**config.mk**
```make
export PLATFORM = sky130hd
export DESIGN_NAME = fetch_decode_top
export DESIGN_NICKNAME = d
export VERILOG_FILES = /design/src/source/fe_pkg.sv /design/src/source/fetch_group_if.sv /design/src/source/instr_fetch.sv /design/src/source/instr_buffer.sv /design/src/source/instr_decode.sv /design/src/source/fetch_decode_top.sv
export SDC_FILE = /design/constraint.sdc
export NUM_CORES = 1
export LEC_CHECK = 0
export BUFFER_PORTS_ARGS = -buffer_cell sky130_fd_sc_hd__buf_2
export CAP_MARGIN = 5
export CORE_MARGIN = 4
export CORE_UTILIZATION = 60
export CTS_CLUSTER_DIAMETER = 120
export DETAILED_ROUTE_END_ITERATION = 16
export GPL_ROUTABILITY_DRIVEN = 0
export PLACE_DENSITY = 0.9
export SYNTH_ARGS = -nofsm -noshare
export SYNTH_HDL_FRONTEND = slang
export SYNTH_SLANG_ARGS = --single-unit
```
**constraint.sdc**
```tcl
create_clock -name clk -period 8.2 [get_ports clk]
set_input_delay 1.64 -clock clk [delete_from_list [all_inputs] [get_ports clk]]
set_output_delay 1.64 -clock clk [all_outputs]
set_load 0.02 [all_outputs]
```
**src/source/fe_pkg.sv**
```systemverilog
package fe_pkg;

    // Instruction word and PC width
    localparam int XLEN = 32;

    // Register specifier width
    localparam int REG_W = 4;

    // Opcode field
    localparam int OPC_MSB = 31;
    localparam int OPC_LSB = 28;

    // Destination register field
    localparam int RD_MSB = 27;
    localparam int RD_LSB = 24;

    // First source register
    localparam int RS1_MSB = 23;
    localparam int RS1_LSB = 20;

    // Second source register
    localparam int RS2_MSB = 19;
    localparam int RS2_LSB = 16;

    // Immediate, sign-extended to XLEN in decode
    localparam int IMM_MSB = 15;
    localparam int IMM_LSB = 0;
    localparam int IMM_W = IMM_MSB - IMM_LSB + 1;

    // One queue entry, PC in the upper half
    typedef struct packed {
        logic [XLEN-1:0] pc;
        logic [XLEN-1:0] instr;
    } ibuf_entry_t;

    // Field values 0..7 follow this order, 8..15 are illegal
    typedef enum logic [3:0] {
        OP_ADD,
        OP_SUB,
        OP_AND,
        OP_OR,
        OP_XOR,
        OP_LOAD,
        OP_STORE,
        OP_BRANCH,
        OP_ILLEGAL
    } op_e;

endpackage

```
**src/source/fetch_group_if.sv**
```systemverilog
`timescale 1ns/100ps

interface fetch_group_if #(
    parameter int IF_WIDTH = 2
);

    // Slot valid bits, always a prefix from slot 0
    logic [IF_WIDTH-1:0] valid;
    // Per-slot PC and instruction word
    logic [fe_pkg::XLEN-1:0] pc [IF_WIDTH];
    logic [fe_pkg::XLEN-1:0] instr [IF_WIDTH];
    // Buffer near full, fetch must hold off
    logic stall;

    modport fetch (
        output valid,
        output pc,
        output instr,
        input  stall
    );

    modport buffer (
        input  valid,
        input  pc,
        input  instr,
        output stall
    );

endinterface

```
**src/source/instr_fetch.sv**
```systemverilog
`timescale 1ns/100ps

module instr_fetch #(
    parameter int IF_WIDTH = 2
) (
    input  logic                             clk,
    input  logic                             rst_n,
    input  logic                             redirect_i,
    input  logic [fe_pkg::XLEN-1:0]          redirect_pc_i,
    output logic                             imem_req_o,
    output logic [fe_pkg::XLEN-1:0]          imem_addr_o,
    input  logic [IF_WIDTH*fe_pkg::XLEN-1:0] imem_rdata_i,
    fetch_group_if.fetch                     grp
);

    // Offset of a word inside its group
    localparam int OFS_W = (IF_WIDTH > 1) ? $clog2(IF_WIDTH) : 1;
    localparam logic [fe_pkg::XLEN-1:0] OFS_MASK = IF_WIDTH - 1;

    logic                    run_q;
    logic [fe_pkg::XLEN-1:0] fetch_pc;
    logic [fe_pkg::XLEN-1:0] grp_base;
    logic [OFS_W-1:0]        fetch_ofs;

    // Request in flight and where it started
    logic                    pend_q;
    logic [fe_pkg::XLEN-1:0] pend_pc;
    logic [OFS_W-1:0]        pend_ofs;

    assign grp_base  = fetch_pc & ~OFS_MASK;
    assign fetch_ofs = OFS_W'(fetch_pc & OFS_MASK);

    // No request until the first clock out of reset
    assign imem_req_o  = run_q & ~grp.stall;
    assign imem_addr_o = grp_base;

    always_ff @(posedge clk or negedge rst_n) begin
        if (!rst_n) begin
            run_q    <= 1'b0;
            pend_q   <= 1'b0;
            fetch_pc <= '0;
        end else begin
            run_q <= 1'b1;
            // Redirect kills whatever is requested this cycle
            pend_q <= imem_req_o & ~redirect_i;
            if (redirect_i) begin
                fetch_pc <= redirect_pc_i;
            end else if (imem_req_o) begin
                // Skip to the next aligned group
                fetch_pc <= grp_base + IF_WIDTH;
            end
        end
    end

    // Start PC and offset of the pending group
    always_ff @(posedge clk) begin
        if (imem_req_o) begin
            pend_pc  <= fetch_pc;
            pend_ofs <= fetch_ofs;
        end
    end

    // Shift words at and above the start offset down to slot 0
    always_comb begin
        int src;
        for (int i = 0; i < IF_WIDTH; i++) begin
            src = int'(pend_ofs) + i;
            grp.pc[i] = pend_pc + i;
            if (src < IF_WIDTH) begin
                grp.valid[i] = pend_q;
                grp.instr[i] = imem_rdata_i[src*fe_pkg::XLEN +: fe_pkg::XLEN];
            end else begin
                // Slots past the group end
                grp.valid[i] = 1'b0;
                grp.instr[i] = '0;
            end
        end
    end

endmodule

```
**src/source/instr_buffer.sv**
```systemverilog
`timescale 1ns/100ps

module instr_buffer #(
    parameter int IF_WIDTH    = 2,
    parameter int ID_WIDTH    = 2,
    parameter int BUFFER_SIZE = 8
) (
    input  logic                clk,
    input  logic                rst_n,
    input  logic                flush_i,
    fetch_group_if.buffer       grp,
    input  logic [ID_WIDTH-1:0] accept_i,
    output fe_pkg::ibuf_entry_t head_o [ID_WIDTH],
    output logic [ID_WIDTH-1:0] head_valid_o
);

    localparam int PTR_W = $clog2(BUFFER_SIZE);
    // One extra bit so full and empty differ
    localparam int CNT_W = PTR_W + 1;
    // Leaves room for the group already in flight
    localparam int STALL_LVL = BUFFER_SIZE - 2 * IF_WIDTH;

    fe_pkg::ibuf_entry_t queue [BUFFER_SIZE];

    logic [PTR_W-1:0] rd_ptr;
    logic [PTR_W-1:0] wr_ptr;
    logic [CNT_W-1:0] count;
    logic [CNT_W-1:0] push_num;
    logic [CNT_W-1:0] pop_num;

    // Wrapped slot addresses
    logic [PTR_W-1:0] wr_idx [IF_WIDTH];
    logic [PTR_W-1:0] rd_idx [ID_WIDTH];

    // Popcount of incoming valid slots
    always_comb begin
        push_num = '0;
        for (int i = 0; i < IF_WIDTH; i++) begin
            push_num = push_num + CNT_W'(grp.valid[i]);
        end
    end

    // Popcount of accepted slots, only those actually valid
    always_comb begin
        pop_num = '0;
        for (int i = 0; i < ID_WIDTH; i++) begin
            pop_num = pop_num + CNT_W'(accept_i[i] & head_valid_o[i]);
        end
    end

    always_comb begin
        for (int i = 0; i < IF_WIDTH; i++) begin
            wr_idx[i] = wr_ptr + PTR_W'(i);
        end
        for (int i = 0; i < ID_WIDTH; i++) begin
            rd_idx[i] = rd_ptr + PTR_W'(i);
        end
    end

    always_ff @(posedge clk or negedge rst_n) begin
        if (!rst_n) begin
            rd_ptr <= '0;
            wr_ptr <= '0;
            count  <= '0;
        end else if (flush_i) begin
            // Branch miss drops everything queued
            rd_ptr <= '0;
            wr_ptr <= '0;
            count  <= '0;
        end else begin
            rd_ptr <= rd_ptr + PTR_W'(pop_num);
            wr_ptr <= wr_ptr + PTR_W'(push_num);
            count  <= count + push_num - pop_num;
        end
    end

    // Multi-write, prefix slots land at consecutive addresses
    always_ff @(posedge clk) begin
        for (int i = 0; i < IF_WIDTH; i++) begin
            if (grp.valid[i] && !flush_i) begin
                queue[wr_idx[i]].pc    <= grp.pc[i];
                queue[wr_idx[i]].instr <= grp.instr[i];
            end
        end
    end

    // Head straight from the queue
    always_comb begin
        for (int i = 0; i < ID_WIDTH; i++) begin
            head_o[i]       = queue[rd_idx[i]];
            head_valid_o[i] = (int'(count) > i);
        end
    end

    assign grp.stall = (int'(count) > STALL_LVL);

endmodule

```
**src/source/instr_decode.sv**
```systemverilog
`timescale 1ns/100ps

module instr_decode #(
    parameter int ID_WIDTH = 2
) (
    input  fe_pkg::ibuf_entry_t      head_i [ID_WIDTH],
    input  logic [ID_WIDTH-1:0]      head_valid_i,
    output logic [ID_WIDTH-1:0]      dec_valid_o,
    output logic [fe_pkg::XLEN-1:0]  dec_pc_o [ID_WIDTH],
    output fe_pkg::op_e              dec_op_o [ID_WIDTH],
    output logic [fe_pkg::REG_W-1:0] dec_rd_o [ID_WIDTH],
    output logic [fe_pkg::REG_W-1:0] dec_rs1_o [ID_WIDTH],
    output logic [fe_pkg::REG_W-1:0] dec_rs2_o [ID_WIDTH],
    output logic [fe_pkg::XLEN-1:0]  dec_imm_o [ID_WIDTH],
    output logic [ID_WIDTH-1:0]      dec_wb_o
);

    assign dec_valid_o = head_valid_i;

    // Each slot decoded on its own
    always_comb begin
        logic [fe_pkg::XLEN-1:0] word;
        logic [3:0]              opc;
        fe_pkg::op_e             op;
        for (int i = 0; i < ID_WIDTH; i++) begin
            word = head_i[i].instr;
            opc  = word[fe_pkg::OPC_MSB:fe_pkg::OPC_LSB];

            // Opcode field to enum
            case (opc)
                4'd0:    op = fe_pkg::OP_ADD;
                4'd1:    op = fe_pkg::OP_SUB;
                4'd2:    op = fe_pkg::OP_AND;
                4'd3:    op = fe_pkg::OP_OR;
                4'd4:    op = fe_pkg::OP_XOR;
                4'd5:    op = fe_pkg::OP_LOAD;
                4'd6:    op = fe_pkg::OP_STORE;
                4'd7:    op = fe_pkg::OP_BRANCH;
                default: op = fe_pkg::OP_ILLEGAL;
            endcase

            dec_pc_o[i]  = head_i[i].pc;
            dec_op_o[i]  = op;
            dec_rd_o[i]  = word[fe_pkg::RD_MSB:fe_pkg::RD_LSB];
            dec_rs1_o[i] = word[fe_pkg::RS1_MSB:fe_pkg::RS1_LSB];
            dec_rs2_o[i] = word[fe_pkg::RS2_MSB:fe_pkg::RS2_LSB];

            // Sign extend the immediate
            dec_imm_o[i] = {{(fe_pkg::XLEN - fe_pkg::IMM_W){word[fe_pkg::IMM_MSB]}},
                            word[fe_pkg::IMM_MSB:fe_pkg::IMM_LSB]};

            // Stores, branches and illegal words leave rd alone
            case (op)
                fe_pkg::OP_STORE,
                fe_pkg::OP_BRANCH,
                fe_pkg::OP_ILLEGAL: dec_wb_o[i] = 1'b0;
                default:            dec_wb_o[i] = 1'b1;
            endcase
        end
    end

endmodule

```
**src/source/fetch_decode_top.sv**
```systemverilog
`timescale 1ns/100ps

module fetch_decode_top #(
    parameter int IF_WIDTH    = 2,
    parameter int ID_WIDTH    = 2,
    parameter int BUFFER_SIZE = 8
) (
    input  logic                             clk,
    input  logic                             rst_n,
    // Instruction memory, fixed one-cycle latency
    output logic                             imem_req_o,
    output logic [fe_pkg::XLEN-1:0]          imem_addr_o,
    input  logic [IF_WIDTH*fe_pkg::XLEN-1:0] imem_rdata_i,
    // Backend
    input  logic                             redirect_i,
    input  logic [fe_pkg::XLEN-1:0]          redirect_pc_i,
    input  logic [ID_WIDTH-1:0]              dec_accept_i,
    output logic [ID_WIDTH-1:0]              dec_valid_o,
    output logic [fe_pkg::XLEN-1:0]          dec_pc_o [ID_WIDTH],
    output fe_pkg::op_e                      dec_op_o [ID_WIDTH],
    output logic [fe_pkg::REG_W-1:0]         dec_rd_o [ID_WIDTH],
    output logic [fe_pkg::REG_W-1:0]         dec_rs1_o [ID_WIDTH],
    output logic [fe_pkg::REG_W-1:0]         dec_rs2_o [ID_WIDTH],
    output logic [fe_pkg::XLEN-1:0]          dec_imm_o [ID_WIDTH],
    output logic [ID_WIDTH-1:0]              dec_wb_o
);

    // Buffer head toward decode
    fe_pkg::ibuf_entry_t head [ID_WIDTH];
    logic [ID_WIDTH-1:0] head_valid;

    fetch_group_if #(.IF_WIDTH(IF_WIDTH)) grp_if ();

    instr_fetch #(.IF_WIDTH(IF_WIDTH)) u_fetch (
        .clk          (clk),
        .rst_n        (rst_n),
        .redirect_i   (redirect_i),
        .redirect_pc_i(redirect_pc_i),
        .imem_req_o   (imem_req_o),
        .imem_addr_o  (imem_addr_o),
        .imem_rdata_i (imem_rdata_i),
        .grp          (grp_if.fetch)
    );

    // Redirect doubles as the buffer flush
    instr_buffer #(
        .IF_WIDTH   (IF_WIDTH),
        .ID_WIDTH   (ID_WIDTH),
        .BUFFER_SIZE(BUFFER_SIZE)
    ) u_buffer (
        .clk         (clk),
        .rst_n       (rst_n),
        .flush_i     (redirect_i),
        .grp         (grp_if.buffer),
        .accept_i    (dec_accept_i),
        .head_o      (head),
        .head_valid_o(head_valid)
    );

    instr_decode #(.ID_WIDTH(ID_WIDTH)) u_decode (
        .head_i      (head),
        .head_valid_i(head_valid),
        .dec_valid_o (dec_valid_o),
        .dec_pc_o    (dec_pc_o),
        .dec_op_o    (dec_op_o),
        .dec_rd_o    (dec_rd_o),
        .dec_rs1_o   (dec_rs1_o),
        .dec_rs2_o   (dec_rs2_o),
        .dec_imm_o   (dec_imm_o),
        .dec_wb_o    (dec_wb_o)
    );

endmodule

```
==> flow_summary.json, run 1 <==
{
  "hold_violations": 0,
  "cpMaxStageDelayCell": "sky130_fd_sc_hd__dfrtp_4",
  "post_cts_buffers": 0,
  "initial_antenna_violation_count": 7,
  "htree_num_levels": 2,
  "track_usage": 0.299,
  "timing.final.crit_share": 0.716,
  "detail_route.first_pass.iterations": 6,
  "cp-startpoint": "u_buffer.rd_ptr[0]$_DFF_PN0_",
  "rrSetupSlack_ps": 3710,
  "cts_resized": 0,
  "power.density_cell_area_nw_per_um2": 318,
  "power.ir.vdd_worst_uv": 263,
  "run_status": "completed",
  "critPathKind": "register to output pin",
  "core_area_sq_um": 53700,
  "rsz_0062_raised_after_global_routing": "false",
  "route.detailed.wl_per_inst_microns": 27.2,
  "post-route-drc-count": 0,
  "maxCapViolations": 0,
  "fin_hold_ws_ps": 464,
  "io_pins": 298,
  "dr_total_vias": 22100,
  "buffer_ports.inserted": 296,
  "rows": 85,
  "syn-mean-instance-area_sq_um": 13.1,
  "reg2reg_from": "u_buffer.wr_ptr[1]$_DFF_PN0_",
  "ff2ff_path_depth": 5,
  "mostFrequentLayoutCell": "sky130_fd_sc_hd__edfxtp_1",
  "ant_nets": 0,
  "final_setup_vio_count": 0,
  "ctsRootBufferMaster": "sky130_fd_sc_hd__clkbuf_16",
  "capturing_element_type_of_the_critical_path": "output pin",
  "fin_setup_tns_ps": 0,
  "tritoncts": "done",
  "wirelength_mm": 87.7,
  "postSynthNetCount": 2603,
  "max_clock_freq_ghz": 0.170,
  "die-height_microns": 241,
  "timing.critical_path.to": "dec_wb_o[1]",
  "postSynthRegisterBits": 588,
  "netlist_instances": 2485,
  "first_global_vias": 22700,
  "tightest_slew_ps": 1260,
  "critical-path-max-stage-delay_ps": 1010,
  "syn_to_final_growth_pct": 9.39,
  "grt_first_pass_wirelength_mm": 132,
  "dpl.hpwl_mm": 52.1,
  "distinct_cell_type_count_of_the_synthesized_netlist": 46,
  "startpoint_type": "register",
  "die_width_microns": 241,
  "initial_core_util": 0.605,
  "clock_tree.buffer_depth": 3,
  "timing.rr.end": "u_buffer.queue[5][9]$_DFFE_PP_",
  "part_of_the_yosys_area_used_for_sequential_elements": 0.537,
  "final.fill_count": 3397,
  "leakage_nw": 12.1,
  "cts.reportedPaths.clkPinSlew_ps": 70,
  "numCtsBuffers": 57,
  "maxSlewViolCount": 0,
  "final.setup_skew_ps": 16.7,
  "grt_remaining_overflow": 0,
  "fin_crit_ps": 5870,
  "clock_latency_ps": 620,
  "drt-initial-drc-count": 3052,
  "critical_path.cell_chain": "ha_4, buf_12, mux4_2, mux2i_1, nor2_1, nor2_1, buf_2",
  "number_of_vias_per_cell_after_detailed_routing": 6.86,
  "layout.cells.most_common_list": "sky130_fd_sc_hd__edfxtp_1, sky130_fd_sc_hd__nor2_1, sky130_fd_sc_hd__buf_2",
  "synthesis.yosys.warnings": 0,
  "timing.critical_path.required_ps": 6560,
  "worst_slew_margin_rel": 0.151,
  "crit_path_frequent_cell": "sky130_fd_sc_hd__nor2_1",
  "dieArea_sq_um": 57900,
  "syn_area_sq_um": 32500,
  "critical_path_arrival_ps": 4230,
  "hp-class": "register to register",
  "critical_path_peak_fanout": 67,
  "nets": 2594,
  "cts.sink_count": 588,
  "layout-drive-gt1-share": 0.331,
  "cts.hold.buffers_added": 0,
  "largest_net_degree_at_the_start_of_global_routing": 138
}
## where the power goes
group / switching, W / internal, W / total (W)
registers: 0.000310 / 0.00358 / 0.00389
logic: 0.00261 / 0.00204 / 0.00465
clock network: 0.00115 / 0.00162 / 0.00277
total: 0.00406 / 0.00724 / 0.0113
## worst max-delay path, delay by kind of cell, from the launching register on
family | cells | cell delay, ps
adders and majority gates | 1 | 980
DFF | 1 | 1010
muxes | 2 | 780
buffers and inverters | 2 | 620
and+or+nand+nor | 2 | 190
## registers in the layout, summed over array words and instances (netlist names)
name              cells
u_buffer.count        4
u_fetch.pend_pc      32
u_fetch.pend_q        1
u_buffer.wr_ptr       3
u_buffer.queue      512
u_buffer.rd_ptr       3
u_fetch.run_q         1
u_fetch.fetch_pc     32
## Yosys cell counts, drive strengths merged
master / n / area share
a21o: 1 / 0.00023
a21oi: 257 / 0.040
and2: 4 / 0.00077
and3: 3 / 0.00058
and4: 5 / 0.0014
buf: 158 / 0.027
clkbuf: 240 / 0.028
conb: 2 / 0.00023
dfrtp: 44 / 0.034
edfxtp: 544 / 0.50
fa: 4 / 0.0025
ha: 13 / 0.0050
inv: 15 / 0.0017
mux2: 124 / 0.043
mux2i: 39 / 0.012
mux4: 256 / 0.18
nand2: 167 / 0.019
nand2b: 8 / 0.0015
nand3: 16 / 0.0025
nand3b: 1 / 0.00023
nand4: 13 / 0.0027
nand4b: 1 / 0.00046
nor2: 312 / 0.036
nor2b: 7 / 0.0013
nor3: 24 / 0.0040
nor3b: 3 / 0.00085
nor4: 18 / 0.0037
nor4b: 1 / 0.00027
o21ai: 37 / 0.0057
o31ai: 2 / 0.00046
or2: 5 / 0.00096
or3: 2 / 0.00039
or3b: 1 / 0.00027
or4: 2 / 0.00058
xnor2: 115 / 0.031
xor2: 41 / 0.011
## logic make-up (layout without fill, tap and decap cells)
logic type	Yosys count	count (layout)	synth area share
AOI/OAI and AO/OA	297	297	0.0460
xor gates and xnor gates	156	156	0.0421
adders and majority gates	17	17	0.00748
buffers and inverters	413	450	0.0568
DFF	588	588	0.537
muxes	419	419	0.233
other	2	6	0.000231
and+or+nand+nor	593	593	0.0778
## how the worst min path moves through the flow
stage | from | endpoint | slack (ps) | depth (start not counted)
floorplan | u_fetch.fetch_pc[0]$_DFFE_PN0P_ | u_fetch.pend_pc[0]$_DFFE_PP_ | 420 | 0
global placement | u_fetch.fetch_pc[0]$_DFFE_PN0P_ | u_fetch.pend_pc[0]$_DFFE_PP_ | 440 | 0
detailed placement | u_fetch.fetch_pc[0]$_DFFE_PN0P_ | u_fetch.pend_pc[0]$_DFFE_PP_ | 450 | 0
CTS | u_fetch.fetch_pc[0]$_DFFE_PN0P_ | u_fetch.pend_pc[0]$_DFFE_PP_ | 460 | 0
global route | u_fetch.fetch_pc[0]$_DFFE_PN0P_ | u_fetch.pend_pc[0]$_DFFE_PP_ | 490 | 0
finish | u_fetch.fetch_pc[0]$_DFFE_PN0P_ | u_fetch.pend_pc[0]$_DFFE_PP_ | 460 | 0
## metal layers
layer / global-route usage / vias up / part of all wire
met5: 0 / - / 0.00065
met4: 0.147 / 8 / 0.052
met3: 0.0654 / 349 / 0.12
met2: 0.487 / 1823 / 0.49
met1: 0.386 / 10900 / 0.34
li1: - / 9045 / -
## per-stage QoR
stage	cell area (sq um)	cells	power, W	worst slack [ps]	utilization
3_3_place_gp	33600	3113	0.00843	2770	0.625
6_report	35500	3222	0.0113	2330	0.661
2_1_floorplan	32500	2485	0.00739	718	-
5_1_grt	35500	3221	0.0117	2010	0.661
4_1_cts	35500	3218	0.0113	2280	0.661
3_5_place_dp	33600	3113	0.00855	2560	0.625
## layout make-up
class | instances | area, sq um | area share
Sequential cell | 588 | 17400 | 0.491
Clock buffer | 74 | 1550 | 0.0437
Inverter | 15 | 56.3 | 0.00159
Tap cell | 696 | 871 | 0.0245
Timing Repair Buffer | 330 | 1770 | 0.0499
Clock inverter | 31 | 399 | 0.0112
Antenna cell | 4 | 10.0 | 0.000282
Multi-Input combinational cell | 1484 | 13400 | 0.378
Power figures use the tool's default switching activity.
==> run 2: changes to the inputs <==
==> constraint.sdc (replaced) <==
create_clock -name clk -period 6 [get_ports clk]
set_input_delay 1.2 -clock clk [delete_from_list [all_inputs] [get_ports clk]]
set_output_delay 1.2 -clock clk [all_outputs]
set_load 0.02 [all_outputs]
==> run 2 against run 1 <==
Net effect: utilization decreased by 0.12 points; clock power increased by 26%; clock skew increased by 4.5 ps; power increased by 34%; sequential power increased by 37%.
==> flow_summary.json, run 2 (synthesis results as in run 1) <==
{
  "run_status": "completed",
  "internal_power_w": 0.00966,
  "largest_reg_flops": 512,
  "placedInstanceArea_sq_um": 33600,
  "critical_path_peak_fanout": 46,
  "multi_input_comb_area_sq_um": 13400,
  "first_global_vias": 22400,
  "ctsRootBufferMaster": "sky130_fd_sc_hd__clkbuf_16",
  "layout-drive-gt1-share": 0.332,
  "post-route-drc-count": 0,
  "final_design_area_no_fill_sq_um": 35500,
  "cts_resized": 0,
  "clock_latency_ps": 620,
  "final_setup_vio_count": 0,
  "placement.setup.worst_slack_ps": 1690,
  "cts.sink_count": 588,
  "grt_first_pass_wirelength_mm": 132,
  "buffer_ports.inserted": 296,
  "nets": 2610,
  "dieArea_sq_um": 57900,
  "cts.reportedPaths.clkPinSlew_ps": 60,
  "share_seq_of_total_power": 0.350,
  "dr_total_vias": 22100,
  "power.density_cell_area_nw_per_um2": 427,
  "die_width_microns": 241,
  "tightest_slew_ps": 1290,
  "power.ir.vdd_worst_uv": 269,
  "wirelength_mm": 89.2,
  "fin_hold_ws_ps": 446,
  "io_pins": 298,
  "rsz_0062_raised_after_global_routing": "false",
  "dpl.hpwl_mm": 52.1,
  "clock_tree.buffer_depth": 3,
  "post_cts_buffers": 0,
  "maxCapViolations": 0,
  "final.setup_skew_ps": 21.2,
  "ant_nets": 0,
  "maxSlewViolCount": 0,
  "final.fill_count": 3467,
  "drt-initial-drc-count": 3245,
  "critical_path_arrival_ps": 3740,
  "worst_slew_margin_rel": 0.132,
  "cts.hold.buffers_added": 0,
  "clk_pwr_share": 0.231,
  "total_switching_power_w": 0.00549,
  "timing.critical_path.required_ps": 4800,
  "hold_violations": 0,
  "critPathKind": "register to output pin",
  "die-height_microns": 241,
  "detail_route.first_pass.iterations": 6,
  "syn_to_final_growth_pct": 9.19,
  "largest_net_degree_at_the_start_of_global_routing": 137,
  "grt_remaining_overflow": 0,
  "fin_crit_ps": 4940,
  "timing.final.crit_share": 0.824,
  "hp-class": "register to register",
  "share_comb_of_total_power": 0.418,
  "core_area_sq_um": 53700,
  "htree_num_levels": 2,
  "rows": 85,
  "p_sw_frac": 0.362,
  "initial_core_util": 0.605,
  "startpoint_type": "register",
  "track_usage": 0.302,
  "utilization_after_layout": 0.660,
  "layout.cells.most_common_list": "sky130_fd_sc_hd__edfxtp_1, sky130_fd_sc_hd__nor2_1, sky130_fd_sc_hd__buf_2",
  "tritoncts": "done",
  "max_clock_freq_ghz": 0.202,
  "final.setup.worst_slack_ps": 1060,
  "fin_setup_tns_ps": 0,
  "mostFrequentLayoutCell": "sky130_fd_sc_hd__edfxtp_1",
  "number_of_vias_per_cell_after_detailed_routing": 6.84,
  "capturing_element_type_of_the_critical_path": "output pin",
  "initial_antenna_violation_count": 8,
  "final-seq-area_sq_um": 17400,
  "leakage_nw": 12.0,
  "route.detailed.wl_per_inst_microns": 27.6,
  "numCtsBuffers": 58
}
-- run 2: power groups by stage --
stage | registers [W] | clock network (W) | logic [W]
2_1_floorplan | 0.00508 | 0 | 0.00502
5_1_grt | 0.00534 | 0.00368 | 0.00671
3_3_place_gp | 0.00535 | 0 | 0.00613
3_5_place_dp | 0.00538 | 0 | 0.00629
6_report | 0.00531 | 0.00350 | 0.00634
4_1_cts | 0.00530 | 0.00351 | 0.00636
-- run 2: worst max-delay path: stages, from the launching register on --
cell and delay, ps:
sky130_fd_sc_hd__dfrtp_4 740, sky130_fd_sc_hd__ha_4 890, sky130_fd_sc_hd__buf_4 490, sky130_fd_sc_hd__mux4_2 560, sky130_fd_sc_hd__mux2_2 270, sky130_fd_sc_hd__buf_2 160
-- run 2: per-layer routing --
metal | share of wire | wire, microns | vias up | track usage
li1 | - | - | 9080 | -
met1 | 0.34 | 30200 | 10800 | 0.398
met2 | 0.49 | 43500 | 1896 | 0.490
met3 | 0.12 | 10800 | 364 | 0.0573
met4 | 0.053 | 4740 | 4 | 0.150
met5 | 0.00028 | 25 | - | 0
-- run 2: metrics by stage --
stage          power, W  std cells
2_1_floorplan    0.0101       2485
3_3_place_gp     0.0115       3128
3_5_place_dp     0.0117       3128
4_1_cts          0.0152       3232
5_1_grt          0.0157       3236
6_report         0.0152       3239
-- run 2: area by class of cell --
cell class,instances,share of cell area
sequential,588,0.492
timing repair buffer,345,0.0529
clock inverter,32,0.00713
multi-input combinational,1484,0.378
tap,696,0.0246
clock buffer,72,0.0433
antenna,7,0.000494
inverter,15,0.00159
-- run 2: final timing paths --
check	slack (ps)	endpoint	cells after the start	start
hold reg to reg	450	u_fetch.pend_pc[0]$_DFFE_PP_	0	u_fetch.fetch_pc[0]$_DFFE_PN0P_
min in group asynchronous	780	u_fetch.fetch_pc[30]$_DFFE_PN0P_	1	rst_n
setup / recovery	1060	dec_pc_o[31]	5	u_buffer.rd_ptr[1]$_DFF_PN0_
max in group asynchronous	4440	u_buffer.rd_ptr[0]$_DFF_PN0_	1	rst_n
hold / removal	450	u_fetch.pend_pc[0]$_DFFE_PP_	0	u_fetch.fetch_pc[0]$_DFFE_PN0P_
setup reg to reg	2370	u_buffer.queue[4][58]$_DFFE_PP_	7	u_buffer.wr_ptr[1]$_DFF_PN0_
